File: src/common/stm_defs.svh
`ifndef STM_DEFS_SVH
`define STM_DEFS_SVH

// Transducers streamed per pattern
`define STM_DEPTH 249

// Patterns held in the gain memory
`define STM_PATTERN_NUM 8

// 128-bit lines reserved for each pattern
`define STM_LINES_PER_PATTERN 32

// Lane select inside a line, eight 16-bit lanes
`define STM_LANE_W 3

// Line address on the read side
`define STM_LINE_ADDR_W 8

// Host write address is {line, lane}
`define STM_WR_ADDR_W 11

`define STM_IDX_W 16
`define STM_INTERVAL_W 16

`endif

File: src/stm/stm_sequencer.sv
`include "stm_defs.svh"

module stm_sequencer (
  input  logic                       CLK,
  input  logic                       rst_n,
  input  logic                       stm_en,
  input  logic [`STM_IDX_W-1:0]      cycle,
  input  logic [`STM_INTERVAL_W-1:0] interval,
  output logic                       update,
  output logic [`STM_IDX_W-1:0]      idx
);

  logic [`STM_INTERVAL_W-1:0] intv_cnt;
  logic                       interval_hit;
  logic                       idx_wrap;

  // Widened compares so interval or cycle of 0 cannot underflow
  assign interval_hit = ({1'b0, intv_cnt} + 1'b1) >= {1'b0, interval};
  assign idx_wrap     = ({1'b0, idx} + 1'b1) >= {1'b0, cycle};

  // Interval counter and update pulse
  always_ff @(posedge CLK or negedge rst_n) begin
    if (!rst_n) begin
      intv_cnt <= '0;
      update   <= 1'b0;
    end else if (!stm_en) begin
      intv_cnt <= '0;
      update   <= 1'b0;
    end else if (interval_hit) begin
      intv_cnt <= '0;
      update   <= 1'b1;
    end else begin
      intv_cnt <= intv_cnt + 1'b1;
      update   <= 1'b0;
    end
  end

  // Pattern index moves on once the pulse has been seen
  always_ff @(posedge CLK or negedge rst_n) begin
    if (!rst_n) begin
      idx <= '0;
    end else if (!stm_en) begin
      idx <= '0;
    end else if (update) begin
      idx <= idx_wrap ? '0 : idx + 1'b1;
    end
  end

endmodule

File: config.mk
export PLATFORM = sky130hd
export DESIGN_NAME = stm_sequencer
export DESIGN_NICKNAME = d
export VERILOG_FILES = /design/src/stm/stm_sequencer.sv
export VERILOG_INCLUDE_DIRS = /design/src /design/src/common
export SDC_FILE = /design/constraint.sdc
export NUM_CORES = 1
export LEC_CHECK = 0
export BUFFER_PORTS_ARGS = -buffer_cell sky130_fd_sc_hd__buf_2
export CELL_PAD_IN_SITES_DETAIL_PLACEMENT = 1
export CELL_PAD_IN_SITES_GLOBAL_PLACEMENT = 1
export CORE_AREA = 2 2 83 85
export DETAILED_ROUTE_END_ITERATION = 8
export DIE_AREA = 0 0 85 87
export GPL_TIMING_DRIVEN = 1
export PLACE_DENSITY = 0.95
export SYNTH_ARGS = -nofsm -noshare
export SYNTH_HDL_FRONTEND = slang
export SYNTH_SLANG_ARGS = --single-unit
export TNS_END_PERCENT = 1
File: constraint.sdc
create_clock -name CLK -period 7.2 [get_ports CLK]
set_input_delay 0.36 -clock CLK [delete_from_list [all_inputs] [get_ports CLK]]
set_output_delay 0.36 -clock CLK [all_outputs]
set_load 0.02 [all_outputs]
==> impl_metrics.py, run 1 <==
metrics = {
    "die": {
        "die_x_um": 85,
        "coreArea_sq_mm": 0.00657,
        "start_util": 0.433,
        "dieArea_sq_mm": 0.00740,
        "die_h_um": 87,
        "boundaryPins": 52,
        "fp-row-count": 30,
    },
    "sta": {
        "fin_ws_ns": 3.31,
        "period_minus_slack_ns": 3.89,
        "setup_tns_ns": 0,
        "tightest_slew_ns": 1.29,
        "relSlewSlack": 0.140,
        "fmax_mhz": 257,
        "slew_viol_final": 0,
        "hold_violations": 0,
        "timing.final.crit_share": 0.540,
        "fin_skew_ns": 0.00599,
        "rsz0062_at_grt": "false",
        "setup_viol": 0,
    },
    "layout": {
        "num_antenna_cells": 0,
        "nets": 453,
        "layout_common_cells": "buf_2 (51), nand2_1 (39), inv_1 (36)",
        "drive_above_1_share": 0.198,
        "areaGrowthSynthToFinish_pct": 14.5,
        "layout.cells.most_common": "buf_2",
        "fillCellCount": 824,
        "finish.instance_area_sq_mm": 0.00325,
        "utilization": 0.495,
    },
    "global_route": {
        "grt_overflow": 0,
        "grt_pass1_vias": 2945,
        "grt_max_degree": 34,
        "grtUsageTotal": 0.238,
        "grt_pass1_wl_um": 14200,
        "antenna_found_initial": 0,
    },
    "placed_design": {
        "hpwl_um": 6430,
        "dp_slack_ns": 3.44,
        "placed_area_sq_mm": 0.00317,
        "portBuffers": 51,
        "gp_congestion": 0.848,
    },
    "synthesis": {
        "synth.distinct_cells": 43,
        "synth_top_flop_cell": "dfrtp_1",
        "synth_async_sr_flop_share": 1.00,
        "syn_inst": 334,
        "synth-edff-count": 0,
        "avgSynthCellArea_sq_um": 8.51,
        "ys_seq_elements": 33,
        "synth.net_count": 403,
        "ys_seq_area_frac": 0.290,
        "netlist_area_sq_mm": 0.00284,
        "yosysWarnings": 0,
    },
    "route": {
        "drc_errors": 0,
        "drt-pass1-iter-count": 4,
        "vias": 2812,
        "avgViaCountPerCell": 6.06,
        "ant_nets": 0,
        "drt-initial-drc-count": 241,
        "routedWlPerCell_um": 18.6,
        "drt_wl_total_um": 8630,
    },
    "hold_path": {
        "hold_path.class": "in2async",
    },
    "critical_path": {
        "required_ns": 7.40,
        "crit_arrival_ns": 4.09,
        "path_class": "reg2reg",
        "r2r_cells": 11,
        "timing.rr.start": "idx[0]$_DFFE_PN0P_",
        "startpoint_type": "register",
        "worstPathMaxFanout": 16,
        "reg2reg_to": "idx[1]$_DFFE_PN0P_",
        "r2r_slack_ns": 3.31,
        "startpoint": "idx[0]$_DFFE_PN0P_",
        "cp-end-kind": "register",
    },
    "clock_tree": {
        "ctsResizeCount": 0,
        "cts-htree-levels": 2,
        "cts_tree": "built",
        "insertion_delay_ns": 0.29,
        "numCtsBuffers": 5,
        "path_clk_slew_ns": 0.07,
        "clock_sinks": 33,
        "postCtsSetupRepairBufs": 0,
        "ctsHoldBuffers": 0,
        "clockBufferDepth": 2,
        "cts_root_buffer": "clkbuf_8",
    },
    "power_and_ir_drop": {
        "peakVddDrop_mv": 0.0593,
        "p_leak_nw": 1.84,
        "power.density_mw_per_mm2": 116,
    },
    "run": {
        "drv_cap": 0,
    },
    "outcome": {
        "status": "finished clean",
    },
}
## area by class of cell
type | instances | area (sq um) | area share
clock buffers | 7 | 86.3 | 0.0265
inverters | 36 | 135 | 0.0415
multi-input cells | 254 | 1830 | 0.562
flip-flops and latches | 33 | 826 | 0.254
well taps | 80 | 100 | 0.0308
repair buffers | 54 | 278 | 0.0854
## how the worst max path moves through the flow
stage | to | cells past startpoint
after floorplan | idx[2]$_DFFE_PN0P_ | 12
after global placement | idx[13]$_DFFE_PN0P_ | 11
after detailed placement | idx[1]$_DFFE_PN0P_ | 11
after CTS | idx[1]$_DFFE_PN0P_ | 11
after global routing | idx[1]$_DFFE_PN0P_ | 11
final | idx[1]$_DFFE_PN0P_ | 11
## metal layers
metal / GRT usage / part of all wire
met5: 0 / 0
met4: 0.104 / 0.026
met3: 0.0398 / 0.049
met1: 0.280 / 0.42
met2: 0.425 / 0.51
## metrics by stage
stage                     hold WS, ns  std cells  total power (W)
after CTS                       0.177        464         0.000377
after floorplan                0.0644        334         0.000214
final                           0.142        464         0.000377
after global routing            0.208        464         0.000391
after global placement          0.464        457         0.000231
after detailed placement        0.476        457         0.000234
## cell usage after synthesis, types with 7 or more instances
library cell,n,share of area
a21oi_1,19,0.033
dfrtp_1,33,0.29
nor3_1,7,0.012
nand4_1,29,0.064
inv_1,36,0.048
nand3_1,18,0.032
or2_2,7,0.015
a21o_1,10,0.026
o2111ai_1,8,0.025
nand2_1,39,0.051
ha_1,34,0.15
nor2b_1,8,0.018
nor2_1,9,0.012
xnor2_1,10,0.031
xor2_1,10,0.031
## critical path, stage by stage, from the launching register on
cell and delay (ns):
dfrtp_1 0.46, ha_1 0.29, nand4_1 0.26, nor4_1 0.46, nor2b_1 0.11, or2_2 0.32
ha_1 0.33, a21o_1 0.18, a211o_1 0.30, a41oi_2 0.62, nand3_1 0.25, o21ai_0 0.22
## report_power, final
group	internal [W]	switching, W	total, W	leakage (nW)
registers	0.000187	0.00000241	0.000189	0.459
logic	0.0000175	0.0000243	0.0000418	1.34
clock network	0.0000759	0.0000702	0.000146	0.0443
total	0.000280	0.0000969	0.000377	1.84
## cells by family (layout without fill, tap and decap cells)
kind of cell               Yosys count  count (layout)  synth area share
AOI/OAI and AO/OA                   58              58             0.162
muxes                                1               1           0.00352
adders and majority gates           34              34             0.150
and+or+nand+nor                    141             141             0.266
buffers and inverters               47              97            0.0660
DFF                                 33              33             0.290
xor gates and xnor gates            20              20            0.0616
## registers in the layout (all words and copies together), names as in the netlist
register  count
intv_cnt     16
idx          16
update        1
(Power assumes the default switching activity.)
==> inputs of run 2 (changes only) <==
Settings changed: CORE_AREA 2 2 83 85 to 2 2 90 92, DIE_AREA 0 0 85 87 to 0 0 92 94, PLACE_DENSITY 0.95 to 0.87.
Clock period 7.2 ns to 3.4 ns, I/O delays scaled along.
==> run 2 against run 1 <==
  * Die area is 17% higher
  * Highest routed layer unchanged
  * Worst setup slack got worse by 3.1 ns
  * Sequential share of layout area shrank 1.2 points
  * Flip-flop and latch count is the same
  * Register-to-register slack worse by 3.1 ns
  * Critical path depth unchanged
==> impl_metrics.py, run 2 (synthesis results as in run 1) <==
metrics = {
    "outcome": {
        "status": "finished clean",
    },
    "sta": {
        "hold_violations": 0,
        "fin_skew_ns": 0.00715,
        "slew_viol_final": 0,
        "rsz0062_at_grt": "true",
        "period_minus_slack_ns": 3.23,
        "fmax_mhz": 310,
        "relSlewSlack": 0.240,
        "holdWs_ns": 0.272,
        "tightest_slew_ns": 1.14,
        "setup_viol": 0,
        "timing.final.crit_share": 0.949,
        "setup_tns_ns": 0,
    },
    "critical_path": {
        "crit_arrival_ns": 3.41,
        "reg2reg_to": "idx[10]$_DFFE_PN0P_",
        "cp-end-kind": "register",
        "path_class": "reg2reg",
        "r2r_cells": 11,
        "r2r_slack_ns": 0.17,
        "timing.rr.start": "idx[1]$_DFFE_PN0P_",
        "startpoint_type": "register",
        "required_ns": 3.59,
        "worstPathMaxFanout": 5,
    },
    "run": {
        "drv_cap": 0,
    },
    "power_and_ir_drop": {
        "p_leak_nw": 1.89,
        "power.density_mw_per_mm2": 233,
        "peakVddDrop_mv": 0.123,
    },
    "die": {
        "dieArea_sq_mm": 0.00865,
        "start_util": 0.374,
        "die_x_um": 92,
        "coreArea_sq_mm": 0.00761,
        "boundaryPins": 52,
        "fp-row-count": 32,
        "die_h_um": 94,
    },
    "clock_tree": {
        "cts-htree-levels": 2,
        "cts_tree": "built",
        "cts_root_buffer": "clkbuf_8",
        "clock_sinks": 33,
        "path_clk_slew_ns": 0.08,
        "numCtsBuffers": 5,
        "insertion_delay_ns": 0.30,
        "clockBufferDepth": 2,
    },
    "hold_path": {
        "min_from": "stm_en",
        "min_to": "intv_cnt[3]$_DFF_PN0_",
        "hold_path.class": "in2reg",
        "hold_path_depth": 3,
    },
    "layout": {
        "layout.cells.most_common": "buf_2",
        "nets": 465,
        "layout_common_cells": "buf_2 (51), nand2_1 (39), inv_1 (36)",
        "finish.instance_area_sq_mm": 0.00343,
        "areaGrowthSynthToFinish_pct": 20.5,
        "largestRegisters": "idx x16, intv_cnt x16, update x1",
        "drive_above_1_share": 0.239,
        "num_antenna_cells": 0,
    },
    "route": {
        "drc_errors": 0,
        "routedWlPerCell_um": 17.4,
        "avgViaCountPerCell": 5.55,
        "vias": 2768,
        "drt-pass1-iter-count": 4,
        "drt_wl_total_um": 8680,
        "drt-initial-drc-count": 137,
        "ant_nets": 0,
    },
    "placed_design": {
        "portBuffers": 51,
        "hpwl_um": 6310,
        "gp_congestion": 0.811,
        "placed_area_sq_mm": 0.00324,
    },
    "global_route": {
        "antenna_found_initial": 0,
        "grt_max_degree": 34,
        "grtUsageTotal": 0.199,
        "grt_pass1_vias": 2810,
        "grt_overflow": 0,
        "grt_pass1_wl_um": 13800,
    },
}
## run 2: changes by cell type in the layout (fill, tap and decap cells not counted), sizes merged
cell	before	now
buf	54	64
clkbuf	7	5
clkinv	0	2
a41oi	2	3
clkinvlp	0	1
dlygate4sd3	0	1
## run 2: worst max path at each step
stage	start	endpoint	slack [ns]	cells after the start
after global placement	intv_cnt[0]$_DFF_PN0_	intv_cnt[0]$_DFF_PN0_	0.1	12
after detailed placement	idx[1]$_DFFE_PN0P_	idx[13]$_DFFE_PN0P_	0.08	11
after floorplan	idx[0]$_DFFE_PN0P_	idx[2]$_DFFE_PN0P_	0.33	12
after global routing	idx[1]$_DFFE_PN0P_	idx[13]$_DFFE_PN0P_	-0.06	11
final	idx[1]$_DFFE_PN0P_	idx[10]$_DFFE_PN0P_	0.17	11
after CTS	idx[1]$_DFFE_PN0P_	idx[13]$_DFFE_PN0P_	0.008	11
## run 2: report_power, final
group	total [W]	internal [W]	switching, W
sequential	0.000401	0.000395	0.00000567
clock	0.000305	0.000141	0.000164
combinational	0.0000938	0.0000386	0.0000552
## run 2: cell type report
cell class              instances  area, sq um
flip-flops and latches         33          827
multi-input cells             255         1890
well taps                     102          128
clock buffers                   5         68.8
repair buffers                 65          363
clock inverters                 3         17.5
fillers                       942         4180
inverters                      36          135
## run 2: routing by layer
layer	track usage	routed length [um]
met5	0	0
met4	0.0398	82
met3	0.0249	482
met2	0.335	4300
met1	0.276	3820
## run 2: repair_timing
action	4_1_cts	5_1_grt
setup buffers	0	4
gates resized for setup	0	9
endpoints found under the hold margin	19	0
endpoints found under the setup margin	0	29
hold buffers	1	0
## run 2: through the flow
step	cells	setup slack, ns	total power [W]	utilization
global placement	485	0.0964	0.000491	0.426
floorplan	334	0.333	0.000454	-
global route	499	-0.0565	0.000836	0.450
detailed placement	485	0.0757	0.000498	0.426
CTS	494	0.00792	0.000803	0.439
finish	499	0.175	0.000800	0.450
## run 2: critical path, cell delays in order, from the launching register on
cell	delay [ns]
dfrtp_1	0.41
ha_2	0.24
nand4_1	0.21
nor4_1	0.44
nor2b_1	0.11
or2_2	0.31
ha_1	0.30
nand2_1	0.07
o21ai_1	0.33
a41oi_2	0.24
and3_1	0.24
a22o_1	0.23
