`config.mk`:
```
export PLATFORM = sky130hd
export DESIGN_NAME = stm_gain_operator
export DESIGN_NICKNAME = d
export VERILOG_FILES = /design/src/common/stm_pkg.sv /design/src/stm/stm_gain_operator.sv
export VERILOG_INCLUDE_DIRS = /design/src /design/src/common
export SDC_FILE = /design/constraint.sdc
export NUM_CORES = 1
export LEC_CHECK = 0
export BUFFER_PORTS_ARGS = -buffer_cell sky130_fd_sc_hd__buf_2
export CORE_MARGIN = 2
export CORE_UTILIZATION = 46
export CTS_CLUSTER_SIZE = 20
export DETAILED_ROUTE_END_ITERATION = 8
export GPL_ROUTABILITY_DRIVEN = 0
export GPL_TIMING_DRIVEN = 0
export PLACE_DENSITY = 0.87
export SYNTH_ARGS = -nofsm -noshare
export SYNTH_HDL_FRONTEND = slang
export SYNTH_SLANG_ARGS = --single-unit
```
`constraint.sdc`:
```
create_clock -name CLK -period 3.5 [get_ports CLK]
set_clock_uncertainty 0.05 [all_clocks]
set_input_delay 0.175 -clock CLK [delete_from_list [all_inputs] [get_ports CLK]]
set_output_delay 0.175 -clock CLK [all_outputs]
set_load 0.005 [all_outputs]
```
`src/common/stm_defs.svh`:
```
`ifndef STM_DEFS_SVH
`define STM_DEFS_SVH

// Transducers streamed per pattern
`define STM_DEPTH 249

// Patterns held in the gain memory
`define STM_PATTERN_NUM 8

// 128-bit lines reserved for each pattern
`define STM_LINES_PER_PATTERN 32

// Lane select inside a line, eight 16-bit lanes
`define STM_LANE_W 3

// Line address on the read side
`define STM_LINE_ADDR_W 8

// Host write address is {line, lane}
`define STM_WR_ADDR_W 11

`define STM_IDX_W 16
`define STM_INTERVAL_W 16

`endif

```
`src/common/stm_pkg.sv`:
```
`include "stm_defs.svh"

package stm_pkg;

  typedef logic [7:0] phase_t;
  typedef logic [7:0] intensity_t;

  // One transducer as stored in memory
  typedef struct packed {
    intensity_t intensity;  // High byte
    phase_t     phase;      // Low byte
  } gain_lane_t;

  // Lane 0 sits in bits 15:0
  typedef gain_lane_t [(1 << `STM_LANE_W)-1:0] gain_line_t;

  // Gain operator FSM
  typedef enum logic [1:0] {
    op_waiting,
    op_bram_wait_0,
    op_bram_wait_1,
    op_run
  } op_state_t;

endpackage

```
`src/stm/stm_gain_operator.sv`:
```
`include "stm_defs.svh"

module stm_gain_operator #(
  parameter int DEPTH = `STM_DEPTH
) (
  input  logic                        CLK,
  input  logic                        rst_n,
  input  logic                        update,
  input  logic [`STM_IDX_W-1:0]       idx,
  output logic [`STM_LINE_ADDR_W-1:0] rd_addr,
  input  stm_pkg::gain_line_t         rd_data,
  output stm_pkg::intensity_t         intensity,
  output stm_pkg::phase_t             phase,
  output logic                        dout_valid
);

  import stm_pkg::*;

  // Offset covers two patterns, base picks the pattern pair
  localparam int OFFSET_W = $clog2(`STM_LINES_PER_PATTERN) + 1;
  localparam int BASE_W   = `STM_LINE_ADDR_W - OFFSET_W;
  localparam int CNT_W    = $clog2(DEPTH + 1);

  // Next line requested here so it lands on lane 0
  localparam logic [`STM_LANE_W-1:0] ADVANCE_LANE = 5;

  op_state_t              state;
  logic [BASE_W-1:0]      addr_base;
  logic [OFFSET_W-1:0]    addr_offset;
  logic [`STM_LANE_W-1:0] lane;   // Lane within the current line
  logic [CNT_W-1:0]       cnt;    // Pairs sent so far
  logic                   burst_done;

  assign rd_addr    = {addr_base, addr_offset};
  assign burst_done = (cnt == CNT_W'(DEPTH));

  always_ff @(posedge CLK or negedge rst_n) begin
    if (!rst_n) begin
      state       <= op_waiting;
      dout_valid  <= 1'b0;
      addr_base   <= '0;
      addr_offset <= '0;
      lane        <= '0;
      cnt         <= '0;
    end else begin
      case (state)
        op_waiting: begin
          if (update) begin
            // Pattern idx starts at line idx * 32
            addr_base   <= idx[BASE_W:1];
            addr_offset <= idx[0] ? OFFSET_W'(`STM_LINES_PER_PATTERN) : '0;
            state       <= op_bram_wait_0;
          end
        end
        op_bram_wait_0: begin
          state <= op_bram_wait_1;
        end
        op_bram_wait_1: begin
          lane  <= '0;
          cnt   <= '0;
          state <= op_run;  // First line is on rd_data next cycle
        end
        op_run: begin
          if (burst_done) begin
            dout_valid <= 1'b0;
            state      <= op_waiting;
          end else begin
            dout_valid <= 1'b1;
            lane       <= lane + 1'b1;  // Wraps after lane 7
            cnt        <= cnt + 1'b1;
            if (lane == ADVANCE_LANE) begin
              addr_offset <= addr_offset + 1'b1;
            end
          end
        end
        default: begin
          state <= op_waiting;
        end
      endcase
    end
  end

  // Output pair, holds its last value between bursts
  always_ff @(posedge CLK) begin
    if (state == op_run && !burst_done) begin
      phase     <= rd_data[lane].phase;
      intensity <= rd_data[lane].intensity;
    end
  end

endmodule

```
==> results of run 1 <==
layout make-up:
cell class              instances  area, um^2
fillers                       421        1880
multi-input cells             136        1540
flip-flops and latches         38        1030
repair buffers                159         801
clock buffers                   6        93.8
well taps                      72        90.1
plain buffers                  14        73.8
inverters                       7        26.3
clock inverters                 2        10.0
cell usage in the layout, fill, tap and decap left out, types with 5 or more instances in the layout:
| cell | instances |
|---|---|
| edfxtp_1 | 16 |
| nor2_1 | 6 |
| inv_1 | 6 |
| o21ai_0 | 10 |
| nand2_1 | 13 |
| ha_1 | 8 |
| dfrtp_1 | 22 |
| mux2_2 | 19 |
| mux4_2 | 32 |
| clkbuf_8 | 5 |
| nand3_1 | 10 |
| buf_2 | 163 |
worst max path at each step:
| stage | cells past startpoint | slack, ns | start | endpoint |
|---|---|---|---|---|
| floorplan | 8 | 1.53 | lane[1]$_DFFE_PN0P_ | addr_offset[0]$_DFFE_PN0P_ |
| global placement | 8 | 1.34 | lane[1]$_DFFE_PN0P_ | addr_offset[0]$_DFFE_PN0P_ |
| global route | 8 | 1.13 | lane[1]$_DFFE_PN0P_ | addr_offset[0]$_DFFE_PN0P_ |
| CTS | 8 | 1.24 | lane[1]$_DFFE_PN0P_ | addr_offset[0]$_DFFE_PN0P_ |
| finish | 8 | 1.25 | lane[1]$_DFFE_PN0P_ | addr_offset[0]$_DFFE_PN0P_ |
| detailed placement | 8 | 1.26 | lane[1]$_DFFE_PN0P_ | addr_offset[0]$_DFFE_PN0P_ |
where the power goes:
| group | switching (W) | internal, W | total [W] |
|---|---|---|---|
| Combinational | 0.000682 | 0.000705 | 0.00139 |
| Clock | 0.000166 | 0.000181 | 0.000348 |
| Sequential | 0.0000801 | 0.000681 | 0.000761 |
kinds of logic after synthesis:
logic type                 count (synthesis)
muxes                                     53
and+or+nand+nor                           45
DFF                                       38
AOI/OAI and AO/OA                         28
buffers and inverters                     21
adders and majority gates                  8
xor gates and xnor gates                   2
through the flow:
stage	cell area (um^2)	util (%)	hold slack [ns]	power, W
after floorplan	2670	-	-0.171	0.00173
after global placement	3550	64.0	0.114	0.00208
after detailed placement	3550	64.0	0.118	0.00215
after CTS	3660	66.1	0.0558	0.00250
after global routing	3660	66.1	0.0599	0.00264
final	3660	66.1	0.0633	0.00250
state kept, by name, summed over array words and instances (netlist names):
signal	cells
cnt	8
intensity	8
phase	8
addr_offset	6
lane	3
addr_base	2
state	2
dout_valid	1
layer usage:
metal | vias to the layer above | wire [um] | global-route usage, %
met4 | 0 | 178 | 8.14
met2 | 164 | 4200 | 47.1
li1 | 1118 | - | -
met3 | 16 | 862 | 6.97
met5 | - | 0 | 0
met1 | 1213 | 3000 | 29.4
worst max-delay path, delay by kind of cell (launching register included):
family | cells | cell delay, ns
AOI/OAI and AO/OA | 1 | 0.35
DFF | 1 | 0.39
buffers and inverters | 3 | 0.59
and+or+nand+nor | 3 | 0.64
adders and majority gates | 1 | 0.16
repair_timing:
item	CTS	global route
setup buffers	0	0
resized for setup	0	0
hold endpoints to repair	22	0
hold buffers	1	0
==> reports/metrics.cfg, run 1 <==
[run_status]
status=completed

[logic_synthesis]
syn_area_per_cell_um2=13.7
synth_fp_nets=350
synthCells=195
yosysTopAreaCellShare_pct=27.0
synth_xor_area_share_pct=0.657
synth_area_leaders=mux4_2 27%, dfrtp_1 21%, edfxtp_1 18%, mux2_2 8.0%, ha_1 3.8%
synth_most_common_cell=mux4_2
synth_top_cell_by_area=mux4_2
synth_mux_area_share_pct=35.8
netlist_area_um2=2670
synth_ff_type=dfrtp_1
synth_edf_count=16
synth_seq_cells=38
synth_top_family_by_area=multiplexers
async_flop_share_pct=57.9
synth_commonest_cells=32 x mux4_2, 22 x dfrtp_1, 19 x mux2_2
synth_fa_ha_area_share_pct=3.75
yosys_warnings=0
seq_area_frac_synth_pct=38.7
synthDistinctLibCells=40
yosys.area_share.simple_pct=9.43
synth-compound-area-share_pct=7.93

[setup_path]
crit_path_end_kind=flip-flop
rrSetupSlack_ns=1.25
crit_fanout=10
required_ns=3.69
cp.arrival_ns=2.44
cpPeakStageDelay_ns=0.49
critPathKind=flip-flop to flip-flop
worstPathCellList=buf_2 -> buf_1 -> inv_1 -> ha_1 -> nand2_2 -> a211o_1 -> or4_1 -> nand2_1
rr_startpoint=lane[1]$_DFFE_PN0P_
crit_slowest_cell=or4_1
r2r_end=addr_offset[0]$_DFFE_PN0P_
critPathLaunchType=flip-flop
reg2regPathDepth=8

[placed_design]
numPortBuffers=158
dp_cells=425
hpwl_um=6610
place_ws_ns=1.26

[power]
power.leakage_nw=1.70
ir_drop_mv=0.327
powerDensity_nw_per_um2=682

[global_route]
grtUsageTotal_pct=25.9
grt_max_degree=23
grt_pass1_vias=2557
grt_pass1_wl_um=12400
overflow=0
antenna_found_initial=0

[cts]
htree_levels=2
numCtsBuffers=5
cts.reportedPaths.clkPinSlew_ns=0.08
root_buffer=clkbuf_8
clk_latency_ns=0.30
cts.sinks=38
cts_tree=built
clockBufferDepth=2

[cells_and_area]
drive_gt1_share_pct=65.7
n_antenna_cell=0
instances_no_fill=434
area_delta_synth_final_pct=37.3
fin_nets=516

[sta]
worst_slew_pin_slew_ns=0.757
setup_viol=0
rsz0062_at_grt=false
final.period_utilization_pct=64.2
fin_setup_tns_ns=0
fin_crit_ns=2.25
fmax_ghz=0.445
finalWorstSetupSlack_ns=1.25
slew_headroom_pct=49.6
hold_viol=0
finalMaxSlewViolations=0

[detailed_routing]
drt_iter0_markers=98
wirelength_um=8250
routed_via_density=5.79
drc=0
route.vias.total=2511
wl_per_cell_um=19.0
ant_nets=0
first_pass_iters=5

[floorplanning]
die_h_um=80.1
fp-row-count=27
chipWidth_um=80.1
dieArea_um2=6420
coreArea_um2=5540
start_util_pct=48.1
ios=172

[worst_hold_path]
hold_start=idx[1]
hp-class=primary input to flip-flop
hold_end=addr_base[0]$_DFFE_PN0P_
hold_depth=2

[job]
drv_cap=0

Power figures use the tool's default switching activity.
==> run 2, diff against run 1 <==
CORE_UTILIZATION = 43   (was 46)
PLACE_DENSITY = 0.82   (was 0.87)
clock period = 2.2 ns   (was 3.5 ns; I/O delays follow)
==> run 2 against run 1 <==
Against the previous run: count of clock-buffer cells in the layout shrank 1; worst hold slack lost 0.046 ns; global-route usage shrank 1.6 points; maximum frequency grew 7.3%; critical endpoint unchanged; largest cell class unchanged; largest power group unchanged; highest routed layer is now met5.
==> reports/metrics.cfg, run 2 (same netlist as run 1, synthesis figures left out) <==
[detailed_routing]
ant_nets=0
wl_per_cell_um=18.1
drc=0
route.vias.total=2499
wirelength_um=7910
drt_iter0_markers=124
first_pass_iters=4
routed_via_density=5.71

[sta]
slew_headroom_pct=55.3
finalMaxSlewViolations=0
rsz0062_at_grt=true
fin_setup_tns_ns=0
holdWs_ns=0.0173
fmax_ghz=0.478
final.period_utilization_pct=95.1
hold_viol=0
fin_crit_ns=2.09
setup_viol=0
worst_slew_pin_slew_ns=0.670

[cells_and_area]
multi_input_area_um2=1540
final_cell_mix=163 x buf_2, 32 x mux4_2, 22 x dfrtp_1
fin_nets=517
reg_top3=cnt: 8 flops, intensity: 8 flops, phase: 8 flops
drive_gt1_share_pct=65.6
final_core_util_pct=62.2
seq_area_um2=1030
final_common_cell=buf_2
n_antenna_cell=0
area_delta_synth_final_pct=39.0
fillers=468

[setup_path]
path_buf_inv=3
worstPathCellList=buf_2 -> clkbuf_4 -> inv_1 -> ha_1 -> nand2_2 -> a211o_1 -> or4_1 -> nand2_1
critPathLaunchType=flip-flop
cpPeakStageDelay_ns=0.48
required_ns=2.38
crit_slowest_cell=or4_1
crit_fanout=10
cp.arrival_ns=2.28
critPathKind=flip-flop to flip-flop
crit_family=simple AND/OR/NAND/NOR gates
crit_path_end_kind=flip-flop

[power]
power_switching_w=0.00143
sw_frac_of_total_pct=35.0
p_int_w=0.00266
clkPwrFrac_pct=17.3
power.leakage_nw=1.71
powerDensity_nw_per_um2=1100
ir_drop_mv=0.568
power.total_w=0.00409
pwr-share-seq_pct=29.5
p_comb_share_pct=53.2

[cts]
cts.reportedPaths.clkPinSlew_ns=0.08
cts.sinks=38
clockBufferDepth=2
root_buffer=clkbuf_8
htree_levels=2
post_cts_buffers=0
clk_latency_ns=0.29
cts_tree=built
numCtsBuffers=5

[global_route]
antenna_found_initial=1
grtUsageTotal_pct=24.3
grt_max_degree=23
grt_pass1_vias=2559
overflow=0
grt_pass1_wl_um=12200

[placed_design]
numPortBuffers=158
hpwl_um=6440

[floorplanning]
fp-row-count=28
start_util_pct=44.8
dieArea_um2=6850
coreArea_um2=5960
chipWidth_um=82.7
ios=172
die_h_um=82.7

[job]
drv_cap=0

[run_status]
status=completed

[worst_hold_path]
hp-class=primary input to flip-flop

## run 2: cell types whose count changed in the layout (fill, tap and decap cells not counted), sizes merged
cell	change
dlygate4sd3	+1
clkinv	-1
bufinv	+2
buf	-1
## run 2: power by group through the flow
| stage | Combinational (W) | Sequential, W | Clock (W) |
|---|---|---|---|
| 2_1_floorplan | 0.00152 | 0.00123 | 0 |
| 3_3_place_gp | 0.00211 | 0.00121 | 0 |
| 3_5_place_dp | 0.00219 | 0.00122 | 0 |
| 4_1_cts | 0.00220 | 0.00121 | 0.000726 |
| 5_1_grt | 0.00239 | 0.00123 | 0.000753 |
| 6_report | 0.00218 | 0.00120 | 0.000707 |
## run 2: per-stage QoR
step | setup slack (ns) | instance area (um^2) | cells
floorplan | 0.229 | 2670 | 195
finish | 0.107 | 3710 | 438
detailed placement | -0.00424 | 3550 | 428
CTS | 0.0942 | 3700 | 438
global placement | 0.0296 | 3550 | 428
global route | -0.00923 | 3710 | 438
## run 2: routing by layer
metal	share of wire, %	GRT usage, %	vias to the layer above
met4	1.9	7.38	2
met2	50	41.8	129
met5	0.25	0	-
li1	-	-	1119
met3	9.6	7.07	20
met1	38	29.5	1229
## run 2: worst paths after layout
| check | start | endpoint | slack, ns | cells after the start |
|---|---|---|---|---|
| setup / recovery | lane[1]$_DFFE_PN0P_ | addr_offset[0]$_DFFE_PN0P_ | 0.11 | 8 |
| max in group asynchronous | rst_n | cnt[7]$_DFFE_PN0P_ | 1.50 | 2 |
| hold reg to reg | dout_valid$_DFFE_PN0P_ | dout_valid$_DFFE_PN0P_ | 0.44 | 1 |
| setup reg to reg | lane[1]$_DFFE_PN0P_ | addr_offset[0]$_DFFE_PN0P_ | 0.11 | 8 |
| min in group asynchronous | rst_n | addr_offset[3]$_DFFE_PN0P_ | 0.27 | 2 |
| hold / removal | idx[2] | addr_base[1]$_DFFE_PN0P_ | 0.02 | 2 |
## run 2: what timing repair did
item / CTS / global route
endpoints found under the hold margin: 23 / 0
endpoints found under the setup margin: 2 / 2
gates resized for setup: 1 / 1
hold buffers: 2 / 0
## run 2: cell type report
| type | instances | share of cell area (%) |
|---|---|---|
| Clock inverter | 3 | 1.72 |
| Tap cell | 75 | 2.53 |
| Sequential cell | 38 | 27.8 |
| Clock buffer | 5 | 1.86 |
| Multi-Input combinational cell | 136 | 41.4 |
| Buffer | 14 | 2.09 |
| Timing Repair Buffer | 160 | 21.9 |
| Inverter | 7 | 0.709 |
==> run 3, diff against run 2 <==
SETUP_SLACK_MARGIN = 0.3   (was not set)
==> run 3 against run 2 <==
Against the previous run: worst setup slack better by 0.19 ns; utilization increased by 2.5 points; register-to-register slack better by 0.19 ns; final area grew 4.1%; sequential share of layout area decreased by 1.1 points; final cell count grew 2.7%; via count is 3.1% higher; worst hold slack got worse by 0.0089 ns; non-clock buffer count is 11 higher; power rose by 3.3%; die area is the same; count of clock-buffer cells in the layout rose by 1.
==> reports/metrics.cfg, run 3 (same netlist as run 1, synthesis figures left out) <==
[cells_and_area]
drive_gt1_share_pct=69.1
fin_nets=529
reg_top3=cnt: 8 flops, intensity: 8 flops, phase: 8 flops
area_delta_synth_final_pct=44.7
final_cell_mix=160 x buf_2, 32 x mux4_2, 21 x dfrtp_1
n_antenna_cell=0
final_common_cell=buf_2

[cts]
numCtsBuffers=5
clk_latency_ns=0.29
cts.reportedPaths.clkPinSlew_ns=0.08
clockBufferDepth=2
cts.sinks=38
htree_levels=2
cts_tree=built
root_buffer=clkbuf_8

[setup_path]
crit_fanout=10
cp-endpoint=phase[3]$_DFFE_PP_
required_ns=2.20
critPathLaunchType=flip-flop
rrSetupSlack_ns=0.30
r2r_end=phase[3]$_DFFE_PP_
cp.arrival_ns=1.90
cp-startpoint=lane[1]$_DFFE_PN0P_
reg2regPathDepth=5
rr_startpoint=lane[1]$_DFFE_PN0P_
critPathKind=flip-flop to flip-flop
crit_path_end_kind=flip-flop

[placed_design]
place_ws_ns=0.126
hpwl_um=6390
numPortBuffers=158

[floorplanning]
start_util_pct=44.8
coreArea_um2=5960
ios=172
dieArea_um2=6850
chipWidth_um=82.7
die_h_um=82.7
fp-row-count=28

[sta]
rsz0062_at_grt=false
worst_slew_pin_slew_ns=0.583
hold_viol=0
final.period_utilization_pct=86.4
finalMaxSlewViolations=0
finalWorstSetupSlack_ns=0.299
fin_setup_tns_ns=0
slew_headroom_pct=60.8
fmax_ghz=0.526
setup_viol=0
fin_crit_ns=1.90

[worst_hold_path]
hp-class=primary input to flip-flop

[global_route]
antenna_found_initial=0
grt_max_degree=23
grt_pass1_vias=2688
grt_pass1_wl_um=12300
overflow=0
grtUsageTotal_pct=24.7

[detailed_routing]
route.vias.total=2576
first_pass_iters=4
wl_per_cell_um=18.4
drc=0
routed_via_density=5.72
ant_nets=0
drt_iter0_markers=98
wirelength_um=8300

[power]
ir_drop_mv=0.595
power.leakage_nw=1.80
powerDensity_nw_per_um2=1090

[run_status]
status=completed

[job]
drv_cap=0

-- run 3: cell count changes in the layout (fill, tap and decap cells not counted), moves of 2 or more --
cell       delta
buf_8         +2
nor2_1        -2
buf_4         +8
bufinv_16     -2
clkbuf_1      -2
buf_12        +2
clkbuf_2      +3
buf_2         -3
buf_6         +2
-- run 3: repair_timing --
| action | CTS | global route |
|---|---|---|
| gates cloned | 1 | 0 |
| resized for setup | 18 | 15 |
| buffers inserted | 7 | 4 |
| hold buffers | 2 | 0 |
| endpoints found under the setup margin | 21 | 31 |
| hold endpoints to repair | 23 | 0 |
| pin swaps | 5 | 2 |
-- run 3: worst min-delay path by stage --
stage            from                  endpoint  slack (ns)  depth (start not counted)
2_1_floorplan   rst_n  addr_base[0]$_DFFE_PN0P_       -0.24                          0
3_3_place_gp    rst_n  addr_base[0]$_DFFE_PN0P_        0.06                          1
3_5_place_dp    rst_n  addr_base[1]$_DFFE_PN0P_        0.06                          1
4_1_cts        idx[2]  addr_base[1]$_DFFE_PN0P_       0.004                          2
5_1_grt        idx[2]  addr_base[1]$_DFFE_PN0P_       0.007                          2
6_report       idx[2]  addr_base[1]$_DFFE_PN0P_       0.008                          2
-- run 3: worst max-delay path, cell delays in order, from the launching register on --
cell	delay, ns
dfrtp_1	0.39
buf_6	0.12
buf_4	0.14
clkbuf_2	0.28
mux4_2	0.38
mux2_2	0.29
-- run 3: metrics by stage --
step | power [W] | hold slack, ns | instances | util, % | area (um^2)
2_1_floorplan | 0.00276 | -0.236 | 195 | - | 2670
3_3_place_gp | 0.00331 | 0.0563 | 428 | 59.7 | 3550
3_5_place_dp | 0.00340 | 0.0572 | 428 | 59.7 | 3550
4_1_cts | 0.00410 | 0.00435 | 446 | 63.5 | 3780
5_1_grt | 0.00449 | 0.00680 | 450 | 64.8 | 3860
6_report | 0.00422 | 0.00841 | 450 | 64.8 | 3860
-- run 3: where the power goes --
| part | internal (W) | switching (W) | total [W] |
|---|---|---|---|
| Sequential | 0.00108 | 0.000124 | 0.00121 |
| Clock | 0.000218 | 0.000247 | 0.000465 |
| Combinational | 0.00140 | 0.00115 | 0.00255 |
-- run 3: area by class of cell --
class                   instances  area, um^2
clock inverters                 2        8.76
well taps                      75        93.8
inverters                       7        40.0
plain buffers                  14         136
repair buffers                171         893
repair inverters                1        6.26
multi-input cells             136        1580
fillers                       470        2100
clock buffers                   6        72.6
flip-flops and latches         38        1030
-- run 3: metal layers --
metal	GRT usage [%]	up-vias	routed length (um)
met4	12.1	0	271
met5	0	-	0
li1	-	1143	-
met1	26.3	1263	2990
met2	45.8	145	4310
met3	5.43	25	732
